[config.mk]
export PLATFORM = sky130hd
export DESIGN_NAME = apb_stub_top
export DESIGN_NICKNAME = d
export VERILOG_FILES = /design/src/apb_stub_pkg.sv /design/src/apb_slave_stub.sv /design/src/apb_stub_top.sv /design/src/axi_skid_buffer.sv /design/src/cmd_reg_bank.sv
export SDC_FILE = /design/constraint.sdc
export NUM_CORES = 1
export LEC_CHECK = 0
export ABC_AREA = 0
export BUFFER_PORTS_ARGS = -buffer_cell sky130_fd_sc_hd__buf_2
export CAP_MARGIN = 15
export CORE_ASPECT_RATIO = 1.5
export CORE_MARGIN = 2
export CORE_UTILIZATION = 67
export DETAILED_ROUTE_END_ITERATION = 16
export PLACE_DENSITY = 0.86
export SLEW_MARGIN = 20
export SYNTH_ARGS = -nofsm -noshare
export SYNTH_HDL_FRONTEND = slang
export SYNTH_SLANG_ARGS = --single-unit
[constraint.sdc]
create_clock -name aclk -period 8.81 [get_ports aclk]
set_input_delay 0.881 -clock aclk [delete_from_list [all_inputs] [get_ports aclk]]
set_output_delay 0.881 -clock aclk [all_outputs]
set_load 0.005 [all_outputs]
[src/apb_stub_pkg.sv]
package apb_stub_pkg;

    // Bus widths
    localparam int DATA_WIDTH = 32;
    localparam int ADDR_WIDTH = 32;
    localparam int STRB_WIDTH = DATA_WIDTH / 8;
    localparam int PROT_WIDTH = 3;

    // Entries per skid buffer
    localparam int SKID_DEPTH = 4;

    typedef logic [DATA_WIDTH-1:0] data_t;
    typedef logic [ADDR_WIDTH-1:0] addr_t;
    typedef logic [STRB_WIDTH-1:0] strb_t;
    typedef logic [PROT_WIDTH-1:0] prot_t;

    // Command packet, high to low: write, prot, strb, addr, wdata
    localparam int CMD_DATA_LSB  = 0;
    localparam int CMD_ADDR_LSB  = CMD_DATA_LSB + DATA_WIDTH;
    localparam int CMD_STRB_LSB  = CMD_ADDR_LSB + ADDR_WIDTH;
    localparam int CMD_PROT_LSB  = CMD_STRB_LSB + STRB_WIDTH;
    localparam int CMD_WRITE_BIT = CMD_PROT_LSB + PROT_WIDTH;
    localparam int CMD_PKT_WIDTH = CMD_WRITE_BIT + 1;

    // Response packet, high to low: error, rdata
    localparam int RSP_ERR_BIT   = DATA_WIDTH;
    localparam int RSP_PKT_WIDTH = RSP_ERR_BIT + 1;

    typedef logic [CMD_PKT_WIDTH-1:0] cmd_pkt_t;
    typedef logic [RSP_PKT_WIDTH-1:0] rsp_pkt_t;

    // Register bank
    localparam int NUM_REGS      = 16;
    localparam int REG_IDX_WIDTH = $clog2(NUM_REGS);
    localparam int REG_IDX_LSB   = $clog2(STRB_WIDTH);

    typedef logic [REG_IDX_WIDTH-1:0] reg_idx_t;

    // Unaligned, or beyond the 16-word window
    function automatic logic addr_error(addr_t addr);
        return (|addr[REG_IDX_LSB-1:0]) ||
               (|addr[ADDR_WIDTH-1:REG_IDX_LSB+REG_IDX_WIDTH]);
    endfunction

    function automatic reg_idx_t addr_to_idx(addr_t addr);
        return addr[REG_IDX_LSB +: REG_IDX_WIDTH];
    endfunction

endpackage : apb_stub_pkg

[src/apb_slave_stub.sv]
`timescale 1ns/1ps

module apb_slave_stub (
    input  logic                    aclk,
    input  logic                    aresetn,

    // APB slave
    input  logic                    i_psel,
    input  logic                    i_penable,
    input  apb_stub_pkg::addr_t     i_paddr,
    input  logic                    i_pwrite,
    input  apb_stub_pkg::data_t     i_pwdata,
    input  apb_stub_pkg::strb_t     i_pstrb,
    input  apb_stub_pkg::prot_t     i_pprot,
    output apb_stub_pkg::data_t     o_prdata,
    output logic                    o_pslverr,
    output logic                    o_pready,

    // Command packets out
    output logic                    o_cmd_valid,
    input  logic                    i_cmd_ready,
    output apb_stub_pkg::cmd_pkt_t  o_cmd_data,

    // Response packets in
    input  logic                    i_rsp_valid,
    output logic                    o_rsp_ready,
    input  apb_stub_pkg::rsp_pkt_t  i_rsp_data
);

    import apb_stub_pkg::*;

    typedef enum logic [1:0] {
        IDLE      = 2'b01,
        XFER_DATA = 2'b10
    } apb_state_t;

    apb_state_t r_state;
    apb_state_t w_next_state;

    cmd_pkt_t   w_cmd_data;
    logic       w_cmd_push;
    logic       w_cmd_room;
    rsp_pkt_t   w_rsp_data;
    logic       w_rsp_valid;
    logic       w_rsp_pop;

    // Pack the access phase
    always_comb begin
        w_cmd_data = '0;
        w_cmd_data[CMD_WRITE_BIT]                   = i_pwrite;
        w_cmd_data[CMD_PROT_LSB +: PROT_WIDTH]      = i_pprot;
        w_cmd_data[CMD_STRB_LSB +: STRB_WIDTH]      = i_pstrb;
        w_cmd_data[CMD_ADDR_LSB +: ADDR_WIDTH]      = i_paddr;
        w_cmd_data[CMD_DATA_LSB +: DATA_WIDTH]      = i_pwdata;
    end

    axi_skid_buffer #(
        .DEPTH (SKID_DEPTH),
        .WIDTH (CMD_PKT_WIDTH)
    ) cmd_skid_i (
        .aclk       (aclk),
        .aresetn    (aresetn),
        .i_wr_valid (w_cmd_push),
        .o_wr_ready (w_cmd_room),
        .i_wr_data  (w_cmd_data),
        .o_rd_valid (o_cmd_valid),
        .i_rd_ready (i_cmd_ready),
        .o_rd_data  (o_cmd_data)
    );

    axi_skid_buffer #(
        .DEPTH (SKID_DEPTH),
        .WIDTH (RSP_PKT_WIDTH)
    ) rsp_skid_i (
        .aclk       (aclk),
        .aresetn    (aresetn),
        .i_wr_valid (i_rsp_valid),
        .o_wr_ready (o_rsp_ready),
        .i_wr_data  (i_rsp_data),
        .o_rd_valid (w_rsp_valid),
        .i_rd_ready (w_rsp_pop),
        .o_rd_data  (w_rsp_data)
    );

    always_ff @(posedge aclk or negedge aresetn) begin
        if (!aresetn) begin
            r_state <= IDLE;
        end else begin
            r_state <= w_next_state;
        end
    end

    always_comb begin
        w_next_state = r_state;
        w_cmd_push   = 1'b0;
        w_rsp_pop    = 1'b0;
        o_pready     = 1'b0;
        o_pslverr    = 1'b0;
        o_prdata     = '0;

        case (r_state)
            IDLE: begin
                if (i_psel && i_penable && w_cmd_room) begin
                    w_cmd_push   = 1'b1;
                    w_next_state = XFER_DATA;
                end
            end
            XFER_DATA: begin
                // Complete the transfer in the cycle the response shows up
                if (w_rsp_valid) begin
                    o_pready     = 1'b1;
                    o_prdata     = w_rsp_data[DATA_WIDTH-1:0];
                    o_pslverr    = w_rsp_data[RSP_ERR_BIT];
                    w_rsp_pop    = 1'b1;
                    w_next_state = IDLE;
                end
            end
            default: w_next_state = IDLE;
        endcase
    end

    // PREADY only in XFER_DATA, and only while the requester holds the access phase
    a_pready_in_xfer: assert property (@(posedge aclk) disable iff (!aresetn)
        o_pready |-> (r_state == XFER_DATA && i_psel && i_penable));

endmodule : apb_slave_stub

[src/apb_stub_top.sv]
`timescale 1ns/1ps

module apb_stub_top (
    input  logic                 aclk,
    input  logic                 aresetn,

    input  logic                 i_psel,
    input  logic                 i_penable,
    input  apb_stub_pkg::addr_t  i_paddr,
    input  logic                 i_pwrite,
    input  apb_stub_pkg::data_t  i_pwdata,
    input  apb_stub_pkg::strb_t  i_pstrb,
    input  apb_stub_pkg::prot_t  i_pprot,
    output apb_stub_pkg::data_t  o_prdata,
    output logic                 o_pslverr,
    output logic                 o_pready
);

    import apb_stub_pkg::*;

    logic     cmd_valid;
    logic     cmd_ready;
    cmd_pkt_t cmd_data;
    logic     rsp_valid;
    logic     rsp_ready;
    rsp_pkt_t rsp_data;

    apb_slave_stub bridge_i (
        .aclk        (aclk),
        .aresetn     (aresetn),
        .i_psel      (i_psel),
        .i_penable   (i_penable),
        .i_paddr     (i_paddr),
        .i_pwrite    (i_pwrite),
        .i_pwdata    (i_pwdata),
        .i_pstrb     (i_pstrb),
        .i_pprot     (i_pprot),
        .o_prdata    (o_prdata),
        .o_pslverr   (o_pslverr),
        .o_pready    (o_pready),
        .o_cmd_valid (cmd_valid),
        .i_cmd_ready (cmd_ready),
        .o_cmd_data  (cmd_data),
        .i_rsp_valid (rsp_valid),
        .o_rsp_ready (rsp_ready),
        .i_rsp_data  (rsp_data)
    );

    cmd_reg_bank bank_i (
        .aclk        (aclk),
        .aresetn     (aresetn),
        .i_cmd_valid (cmd_valid),
        .o_cmd_ready (cmd_ready),
        .i_cmd_data  (cmd_data),
        .o_rsp_valid (rsp_valid),
        .i_rsp_ready (rsp_ready),
        .o_rsp_data  (rsp_data)
    );

endmodule : apb_stub_top

[src/axi_skid_buffer.sv]
`timescale 1ns/1ps

module axi_skid_buffer #(
    parameter int DEPTH = 4,
    parameter int WIDTH = 32
) (
    input  logic             aclk,
    input  logic             aresetn,

    input  logic             i_wr_valid,
    output logic             o_wr_ready,
    input  logic [WIDTH-1:0] i_wr_data,

    output logic             o_rd_valid,
    input  logic             i_rd_ready,
    output logic [WIDTH-1:0] o_rd_data
);

    localparam int PTR_W = (DEPTH > 1) ? $clog2(DEPTH) : 1;
    localparam int CNT_W = $clog2(DEPTH + 1);

    logic [WIDTH-1:0] r_mem [DEPTH];
    logic [PTR_W-1:0] r_wr_ptr;
    logic [PTR_W-1:0] r_rd_ptr;
    logic [CNT_W-1:0] r_count;
    logic             w_push;
    logic             w_pop;

    assign o_wr_ready = (r_count != CNT_W'(DEPTH));
    assign o_rd_valid = (r_count != '0);
    assign o_rd_data  = r_mem[r_rd_ptr];

    assign w_push = i_wr_valid && o_wr_ready;
    assign w_pop  = o_rd_valid && i_rd_ready;

    always_ff @(posedge aclk or negedge aresetn) begin
        if (!aresetn) begin
            r_wr_ptr <= '0;
            r_rd_ptr <= '0;
            r_count  <= '0;
        end else begin
            if (w_push) begin
                r_wr_ptr <= (r_wr_ptr == PTR_W'(DEPTH - 1)) ? '0 : r_wr_ptr + 1'b1;
            end
            if (w_pop) begin
                r_rd_ptr <= (r_rd_ptr == PTR_W'(DEPTH - 1)) ? '0 : r_rd_ptr + 1'b1;
            end
            case ({w_push, w_pop})
                2'b10:   r_count <= r_count + 1'b1;
                2'b01:   r_count <= r_count - 1'b1;
                default: r_count <= r_count;
            endcase
        end
    end

    // Storage only
    always_ff @(posedge aclk) begin
        if (w_push) begin
            r_mem[r_wr_ptr] <= i_wr_data;
        end
    end

    // A push never lands on an entry still waiting to be read
    a_no_overwrite: assert property (@(posedge aclk) disable iff (!aresetn)
        (w_push && o_rd_valid) |-> (r_wr_ptr != r_rd_ptr));

    a_rd_stable: assert property (@(posedge aclk) disable iff (!aresetn)
        (o_rd_valid && !i_rd_ready) |=> (o_rd_valid && $stable(o_rd_data)));

endmodule : axi_skid_buffer

[src/cmd_reg_bank.sv]
`timescale 1ns/1ps

module cmd_reg_bank (
    input  logic                    aclk,
    input  logic                    aresetn,

    input  logic                    i_cmd_valid,
    output logic                    o_cmd_ready,
    input  apb_stub_pkg::cmd_pkt_t  i_cmd_data,

    output logic                    o_rsp_valid,
    input  logic                    i_rsp_ready,
    output apb_stub_pkg::rsp_pkt_t  o_rsp_data
);

    import apb_stub_pkg::*;

    data_t    r_regs [NUM_REGS];
    logic     r_rsp_valid;
    rsp_pkt_t r_rsp_data;

    logic     w_write;
    addr_t    w_addr;
    strb_t    w_strb;
    data_t    w_wdata;
    logic     w_err;
    reg_idx_t w_idx;
    logic     w_accept;

    // Command fields
    assign w_write = i_cmd_data[CMD_WRITE_BIT];
    assign w_strb  = i_cmd_data[CMD_STRB_LSB +: STRB_WIDTH];
    assign w_addr  = i_cmd_data[CMD_ADDR_LSB +: ADDR_WIDTH];
    assign w_wdata = i_cmd_data[CMD_DATA_LSB +: DATA_WIDTH];

    assign w_err   = addr_error(w_addr);
    assign w_idx   = addr_to_idx(w_addr);

    // One command in flight at a time
    assign o_cmd_ready = !r_rsp_valid;
    assign w_accept    = i_cmd_valid && o_cmd_ready;

    assign o_rsp_valid = r_rsp_valid;
    assign o_rsp_data  = r_rsp_data;

    always_ff @(posedge aclk or negedge aresetn) begin
        if (!aresetn) begin
            for (int i = 0; i < NUM_REGS; i++) begin
                r_regs[i] <= '0;
            end
        end else if (w_accept && w_write && !w_err) begin
            for (int b = 0; b < STRB_WIDTH; b++) begin
                if (w_strb[b]) begin
                    r_regs[w_idx][b*8 +: 8] <= w_wdata[b*8 +: 8];
                end
            end
        end
    end

    always_ff @(posedge aclk or negedge aresetn) begin
        if (!aresetn) begin
            r_rsp_valid <= 1'b0;
        end else if (w_accept) begin
            r_rsp_valid <= 1'b1;
        end else if (i_rsp_ready) begin
            r_rsp_valid <= 1'b0;
        end
    end

    // Writes and errors return zero data
    always_ff @(posedge aclk) begin
        if (w_accept) begin
            r_rsp_data[RSP_ERR_BIT]      <= w_err;
            r_rsp_data[DATA_WIDTH-1:0]   <= (w_err || w_write) ? '0 : r_regs[w_idx];
        end
    end

    a_rsp_stable: assert property (@(posedge aclk) disable iff (!aresetn)
        (o_rsp_valid && !i_rsp_ready) |=> (o_rsp_valid && $stable(o_rsp_data)));

endmodule : cmd_reg_bank

After elaboration in Yosys (flattened, before gate mapping) --
Memories as Yosys holds them, arrays and structs flattened. Index checks and enable logic that the tools add are counted. W data, S select, Z words.
Storage, ports and cells: memories 2, memory bits (writable) 420, input port bits 76, output and inout bits 34, flip-flop bits (word level) 562
Cells by class: order comparisons 2, add/sub/neg operators 8, reductions and logical operators 21, mux-type cells 45, bitwise gates (word level) 1, equal/unequal tests 14
Memory list:
- bridge_i.cmd_skid_i.r_mem | words 4, width 72, rd ports 1, clocked after memory_dff 0, wr ports 1, RTL line axi_skid_buffer.sv:22 | logic [WIDTH-1:0] r_mem [DEPTH];
- bridge_i.rsp_skid_i.r_mem | words 4, width 33, rd ports 1, clocked after memory_dff 0, wr ports 1, RTL line axi_skid_buffer.sv:22
Operators by type and width (count):
- $mux W512 | 7
- $bwmux W512 | 4
- $demux W32 S4 | 4
- $mux W32 | 5
- $bmux W32 S4 | 1
- $reduce_or A26 Y1 | 1
- $mux W24 | 1
- $mux W16 | 1
- $eq A2 B2 Y1 const B | 7
- $mux W1 | 12
- $mux W2 | 6
- $pmux W3 S2 | 2
- $logic_and A1 B1 Y1 | 9
- $add A2 B1 Y2 const B | 4
- $mux W8 | 1
- $add A3 B1 Y3 const B | 2
- $eq A2 B1 Y1 const B | 3
- $ne A3 B3 Y1 const B | 2
- $reduce_bool A2 Y1 | 3
- $reduce_bool A3 Y1 | 2
- $sub A3 B1 Y3 const B | 2
- $ge A5 B5 Y1 const B | 1
- $lt A5 B1 Y1 const B | 1
- $not A4 Y5 | 1
- 7 further kinds | 9

Depth between registers and ports, before layout --
An unclocked memory read counts as a cell.
depth in word-level cells 17, depth in mapped cells 11, depth with buffers taken out 9

Hierarchy --
From an unflattened synthesis, not the netlist that was laid out.
Unflattened totals: cells, all modules 2166, area total of the unflattened synthesis 41209.5 µm²
By module, submodules not included:
- cmd_reg_bank | instances 1, sequential area each 13828.3 µm², cells an instance 1490, area each 24721.2 µm²
- axi_skid_buffer (bridge_i.cmd_skid_i) | instances 1, sequential area each 8823.5 µm², cells an instance 417, area each 10854.2 µm²
- axi_skid_buffer (bridge_i.rsp_skid_i) | instances 1, sequential area each 4139.0 µm², cells an instance 214, area each 5296.3 µm²
- apb_slave_stub | instances 1, sequential area each 51.3 µm², cells an instance 45, area each 337.8 µm²

Worst setup path before layout --
Ideal clock, no wire load.
path kind input-to-reg, from in i_psel, to mem bridge_i.cmd_skid_i.r_mem[3][0] (netlist bit) (enable), setup slack 5.392 ns, arrival 2.984 ns, path buffers 0, data required time 8.375 ns, stages 3, library setup time 0.435 ns, cell sequence nand4b_1 a31oi_1 and2_1
Between the ends: cells in the longest elaborated chain, start to end 7
Ends and longest elaborated chain:
- from (decl) | RTL line apb_stub_top.sv:7 | input logic i_psel,
- $logic_and A1 B1 Y1 (2 in a row) | RTL line apb_slave_stub.sv:103 | if (i_psel && i_penable && w_cmd_room) begin
- $mux W1 | RTL line apb_slave_stub.sv:103
- $mux W1 | RTL line apb_slave_stub.sv:101 | case (r_state)
- $logic_and A1 B1 Y1 | RTL line axi_skid_buffer.sv:33 | assign w_push = i_wr_valid && o_wr_ready;
- $mux W1 | RTL line axi_skid_buffer.sv:58 | if (w_push) begin
- $mux W1 (implied by the code) | RTL line axi_skid_buffer.sv:59 | r_mem[r_wr_ptr] <= i_wr_data;
- to (decl) | RTL line axi_skid_buffer.sv:22
No other way between the ends.

Final worst setup path --
from reg bridge_i.cmd_skid_i.r_rd_ptr[1], to reg bank_i.r_regs[120] (netlist bit)
Between the ends: cells in the longest elaborated chain, start to end 14, elaborated cells on any way between the ends 27, classes of those cells 2 x order compare; 16 x mux; 1 x bitwise; 7 x reduce/logical; 1 x memory
Ends and longest elaborated chain:
- from (decl) | RTL line axi_skid_buffer.sv:24 | logic [PTR_W-1:0] r_rd_ptr;
- from (signal assigned) | RTL line axi_skid_buffer.sv:46 | r_rd_ptr <= (r_rd_ptr == PTR_W'(DEPTH - 1)) ? '0 : r_rd_ptr + 1'b1;
- $mem_v2 Z4 W72 (*)
- $not A4 Y5 (implied by the code) | RTL line cmd_reg_bank.sv:54 | r_regs[w_idx][b*8 +: 8] <= w_wdata[b*8 +: 8];
- $demux W32 S4 | RTL line cmd_reg_bank.sv:54
- $bwmux W512 | RTL line cmd_reg_bank.sv:54
- $mux W512 | RTL line cmd_reg_bank.sv:53 | if (w_strb[b]) begin
- $mux W512 | RTL line cmd_reg_bank.sv:51 | end else if (w_accept && w_write && !w_err) begin
- $bwmux W512 | RTL line cmd_reg_bank.sv:54
- $mux W512 | RTL line cmd_reg_bank.sv:53
- $mux W512 | RTL line cmd_reg_bank.sv:51
- $bwmux W512 | RTL line cmd_reg_bank.sv:54
- $mux W512 | RTL line cmd_reg_bank.sv:53
- $mux W512 | RTL line cmd_reg_bank.sv:51
- $bwmux W512 | RTL line cmd_reg_bank.sv:54
- $mux W512 | RTL line cmd_reg_bank.sv:53
- to (signal, indexed assignment) | RTL line cmd_reg_bank.sv:54
- to (decl) | RTL line cmd_reg_bank.sv:18 | data_t r_regs [NUM_REGS];
Every way passes the cells marked *; elsewhere a longest branch is shown, timed or not. The select of a mux whose other input is x is not followed. A chain may end at the register's enable or synchronous reset.

==> out/results.tsv <==
stage	metric	value	unit
clock_tree	hold_buf cts	0	
routing	WL per Instance	23.74	um
clock_tree	Clk pin slew, worst setup/hold paths	0.07	ns
power	pwr/cell area	189.7	nW/um^2
setup_path	cell count along the critical path	8	
synth	synth unique cells	59	
synth	Mapped Area	41090	sq um
power	cell internal pwr	6.749	mW
power	total power	8.433	mW
sta	setup TNS	0	ns
place	Place WS	4.066	ns
finish	post-route cell area	44450	sq um
setup_path	CP Data Arrival Time	5.46	ns
power	combinational share of power	0.9	%
power	worst vdd ir	208.4	uV
clock_tree	CTS resizes	0	
synth	Most used DFF post-synth	dfrtp_1	
sta	setup violators final	0	
synth	Synth area leader	edfxtp_1	
power	Clock Power Share	43.1	%
power	sw power	1.684	mW
die	FP Rows	111	
routing	detailed router's first-iteration violation count	3818	
synth	async set-reset flop share out of synthesis	54.54	%
setup_path	Setup crit end kind	flop	
routing	Pre-antenna DRT Iters	6	
sta	final worst slack	3.845	ns
clock_tree	number of H-tree levels	3	
setup_path	Top cell by count, worst path	buf_4	
setup_path	CP required	9.30	ns
grt	initial antenna violation count	4	
synth	register area share after synthesis	64.45	%
clock_tree	Longest Clk Path Bufs	3	
grt	vias in the first global route	29560	
setup_path	R2R depth	8	
setup_path	Critical Path Max Stage Delay	0.87	ns
grt	first-pass GRT wire length	159800	um
place	IO Port Bufs	106	
die	Die Wd	206.2	um
setup_path	critical path's slowest cell	dfrtp_4	
clock_tree	CTS Root Cell	clkbuf_16	
sta	max_slew headroom	20.66	%
finish	ant diodes	0	
grt	All-Layer GR Usage	32.80	%
setup_path	CP startpoint kind	flop	
routing	post-route ant nets	0	
routing	vias per cell	6.721	
synth	Synth warnings	0	
finish	P&R area growth vs syn	8.167	%
synth	gate count of the mapped netlist	3518	
sta	unrepaired setup endpoints after global routing	no	
finish	Filler cells	3839	
die	Die Ht	307.3	um
die	total I/O pin count	110	
clock_tree	CTS tree	yes	
clock_tree	setup bufs post-CTS	0	
place	routability cong.	0.9358	
hold_path	Hold Path Class	input port to asynchronous set/reset pin	
synth	EDFF count, synth	441	
clock_tree	# clock sinks	970	
die	Initial Utilization	67.55	%
setup_path	CP delay by family, top	simple AND/OR/NAND/NOR gates	
sta	pins over their slew limit	0	
setup_path	Worst Path Max Fanout	113	
routing	via total after detailed routing	28960	
sta	Clock Skew	0.03123	ns
setup_path	CP Buf/Inv Count	2	
finish	fraction of layout cells with a size suffix above 1	12.59	%
power	Net Sw Frac	19.97	%
synth	Area contributors post-synth	edfxtp_1 32%, dfrtp_1 32%, o21ai_0 8.6%	
clock_tree	CTS buffer count	82	
routing	Residual DRC	0	
place	Final HPWL DP	62870	um
die	die area	63370	sq um
power	share of power burned in registers	56.0	%
synth	syn avg cell area	11.68	sq um
finish	number of nets in the layout	3543	
synth	Synth Register Bits	970	
run	Max Cap Viol	0	
grt	total gr overflow	0	
sta	Final min period	4.965	ns
clock_tree	worst-skew pair later-pin latency	0.66	ns
grt	largest net degree at the start of global routing	123	
setup_path	WS Path Type	flop to flop	
sta	Least-Margin Pin Slew	1.190	ns
power	P_leak	16.73	nW
synth	Synth top area share	32.23	%
sta	crit share post-route	56.35	%
place	Area after DPL	41780	sq um
sta	fmax	201.4	MHz
synth	Post-Syn Nets	3608	
sta	Fin. Hold Viols	0	
die	CORE AREA	60830	sq um
setup_path	crit path cell chain	mux2_2 -> mux2_8 -> buf_4 -> nor2_1 -> nand2_1 -> buf_4 -> or2_0 -> o21ai_1	
run_status	status	completed	
routing	Post-Route WL	102300	um
Yosys cell counts (17+ instances only):
master / number
clkbuf_1: 204
mux2_2: 37
dfrtp_1: 528
mux2i_1: 153
a21oi_1: 33
buf_1: 20
o211ai_1: 30
buf_2: 72
or2_1: 33
mux4_2: 40
a31oi_1: 17
edfxtp_1: 441
nor4_1: 23
nand3_1: 136
nor2b_1: 34
o21ai_1: 348
or2_0: 17
o21ai_0: 707
nand2_1: 426
stage by stage:
step           utilization, %  instances  hold WS, ns
2_1_floorplan               -       3518       0.4587
3_3_place_gp            68.68       4160       0.4646
3_5_place_dp            68.68       4160       0.4830
4_1_cts                 73.06       4309       0.2459
5_1_grt                 73.07       4309       0.2873
6_report                73.07       4309       0.2372
power groups by stage:
stage / sequential [mW] / clock [mW] / combinational (mW)
2_1_floorplan: 4.81 / 0 / 0.00000484
3_3_place_gp: 4.81 / 0 / 0.0732
3_5_place_dp: 4.81 / 0 / 0.0799
4_1_cts: 4.72 / 3.64 / 0.0805
5_1_grt: 4.72 / 3.82 / 0.0901
6_report: 4.72 / 3.63 / 0.0789
layout make-up:
| cell class | count | area [sq um] | share of cell area, % |
|---|---|---|---|
| flip-flops and latches | 970 | 26490 | 59.60 |
| clock inverters | 43 | 416.7 | 0.9374 |
| well taps | 791 | 989.7 | 2.227 |
| inverters | 15 | 56.30 | 0.1267 |
| clock buffers | 106 | 2247 | 5.056 |
| repair buffers | 175 | 1062 | 2.390 |
| multi-input cells | 2209 | 13190 | 29.67 |
state kept, by name (all words and copies together) (netlist names), 2 cells and up:
signal	count
bank_i.o_rsp_data	33
bridge_i.cmd_skid_i.r_count	3
bridge_i.rsp_skid_i.r_mem	132
bridge_i.rsp_skid_i.r_rd_ptr	2
bridge_i.r_state	2
bank_i.r_regs	512
bridge_i.cmd_skid_i.r_mem	276
bridge_i.cmd_skid_i.r_rd_ptr	2
bridge_i.cmd_skid_i.r_wr_ptr	2
bridge_i.rsp_skid_i.r_count	3
bridge_i.rsp_skid_i.r_wr_ptr	2
layer usage:
layer / track usage (%) / share of wire, % / vias to the layer above
met5: 0 / 0.011 / -
met4: 21.13 / 6.7 / 2
met3: 5.735 / 8.9 / 429
met2: 53.67 / 50 / 1752
met1: 40.43 / 35 / 14190
li1: - / - / 12590
cells by family (layout without fill, tap and decap cells):
kind of cell | Yosys count | after routing | synth area share [%]
multiplexers | 233 | 233 | 7.028
AND/OR/NAND/NOR | 757 | 757 | 8.727
adder cells (fa/ha/maj) | 14 | 14 | 0.4628
XOR/XNOR | 6 | 6 | 0.1279
flip-flops | 970 | 970 | 64.45
buffers and inverters | 339 | 339 | 3.706
AO/OA/AOI/OAI | 1199 | 1199 | 15.50
final timing paths:
| kind | from | to | slack (ns) |
|---|---|---|---|
| worst max-delay path | bridge_i.cmd_skid_i.r_rd_ptr[1]$_DFFE_PN0P_ | bank_i.r_regs[120]$_DFFE_PN0P_ | 3.85 |
| worst min-delay path | aresetn | bank_i.r_regs[383]$_DFFE_PN0P_ | 0.24 |
| worst max register to register | bridge_i.cmd_skid_i.r_rd_ptr[1]$_DFFE_PN0P_ | bank_i.r_regs[120]$_DFFE_PN0P_ | 3.85 |
| worst min register to register | bank_i.o_rsp_data[17]$_SDFFCE_PP0P_ | bridge_i.rsp_skid_i.r_mem[3][17]$_DFFE_PP_ | 0.50 |
| max in group asynchronous | aresetn | bank_i.r_regs[38]$_DFFE_PN0P_ | 6.28 |
| min in group aclk | i_pwdata[21] | bridge_i.cmd_skid_i.r_mem[1][21]$_DFFE_PP_ | 0.44 |
cell usage in the layout, fill, tap and decap left out, types with 34 or more instances in the layout:
cell type	instances
mux2i_1	153
nor2b_1	34
mux4_2	39
mux2_2	36
clkbuf_16	85
buf_2	105
o21ai_0	682
o21ai_1	363
nand3_1	134
buf_4	68
nand2_1	426
edfxtp_1	441
dfrtp_1	525
Note: power is estimated with default switching activity, not from simulation.
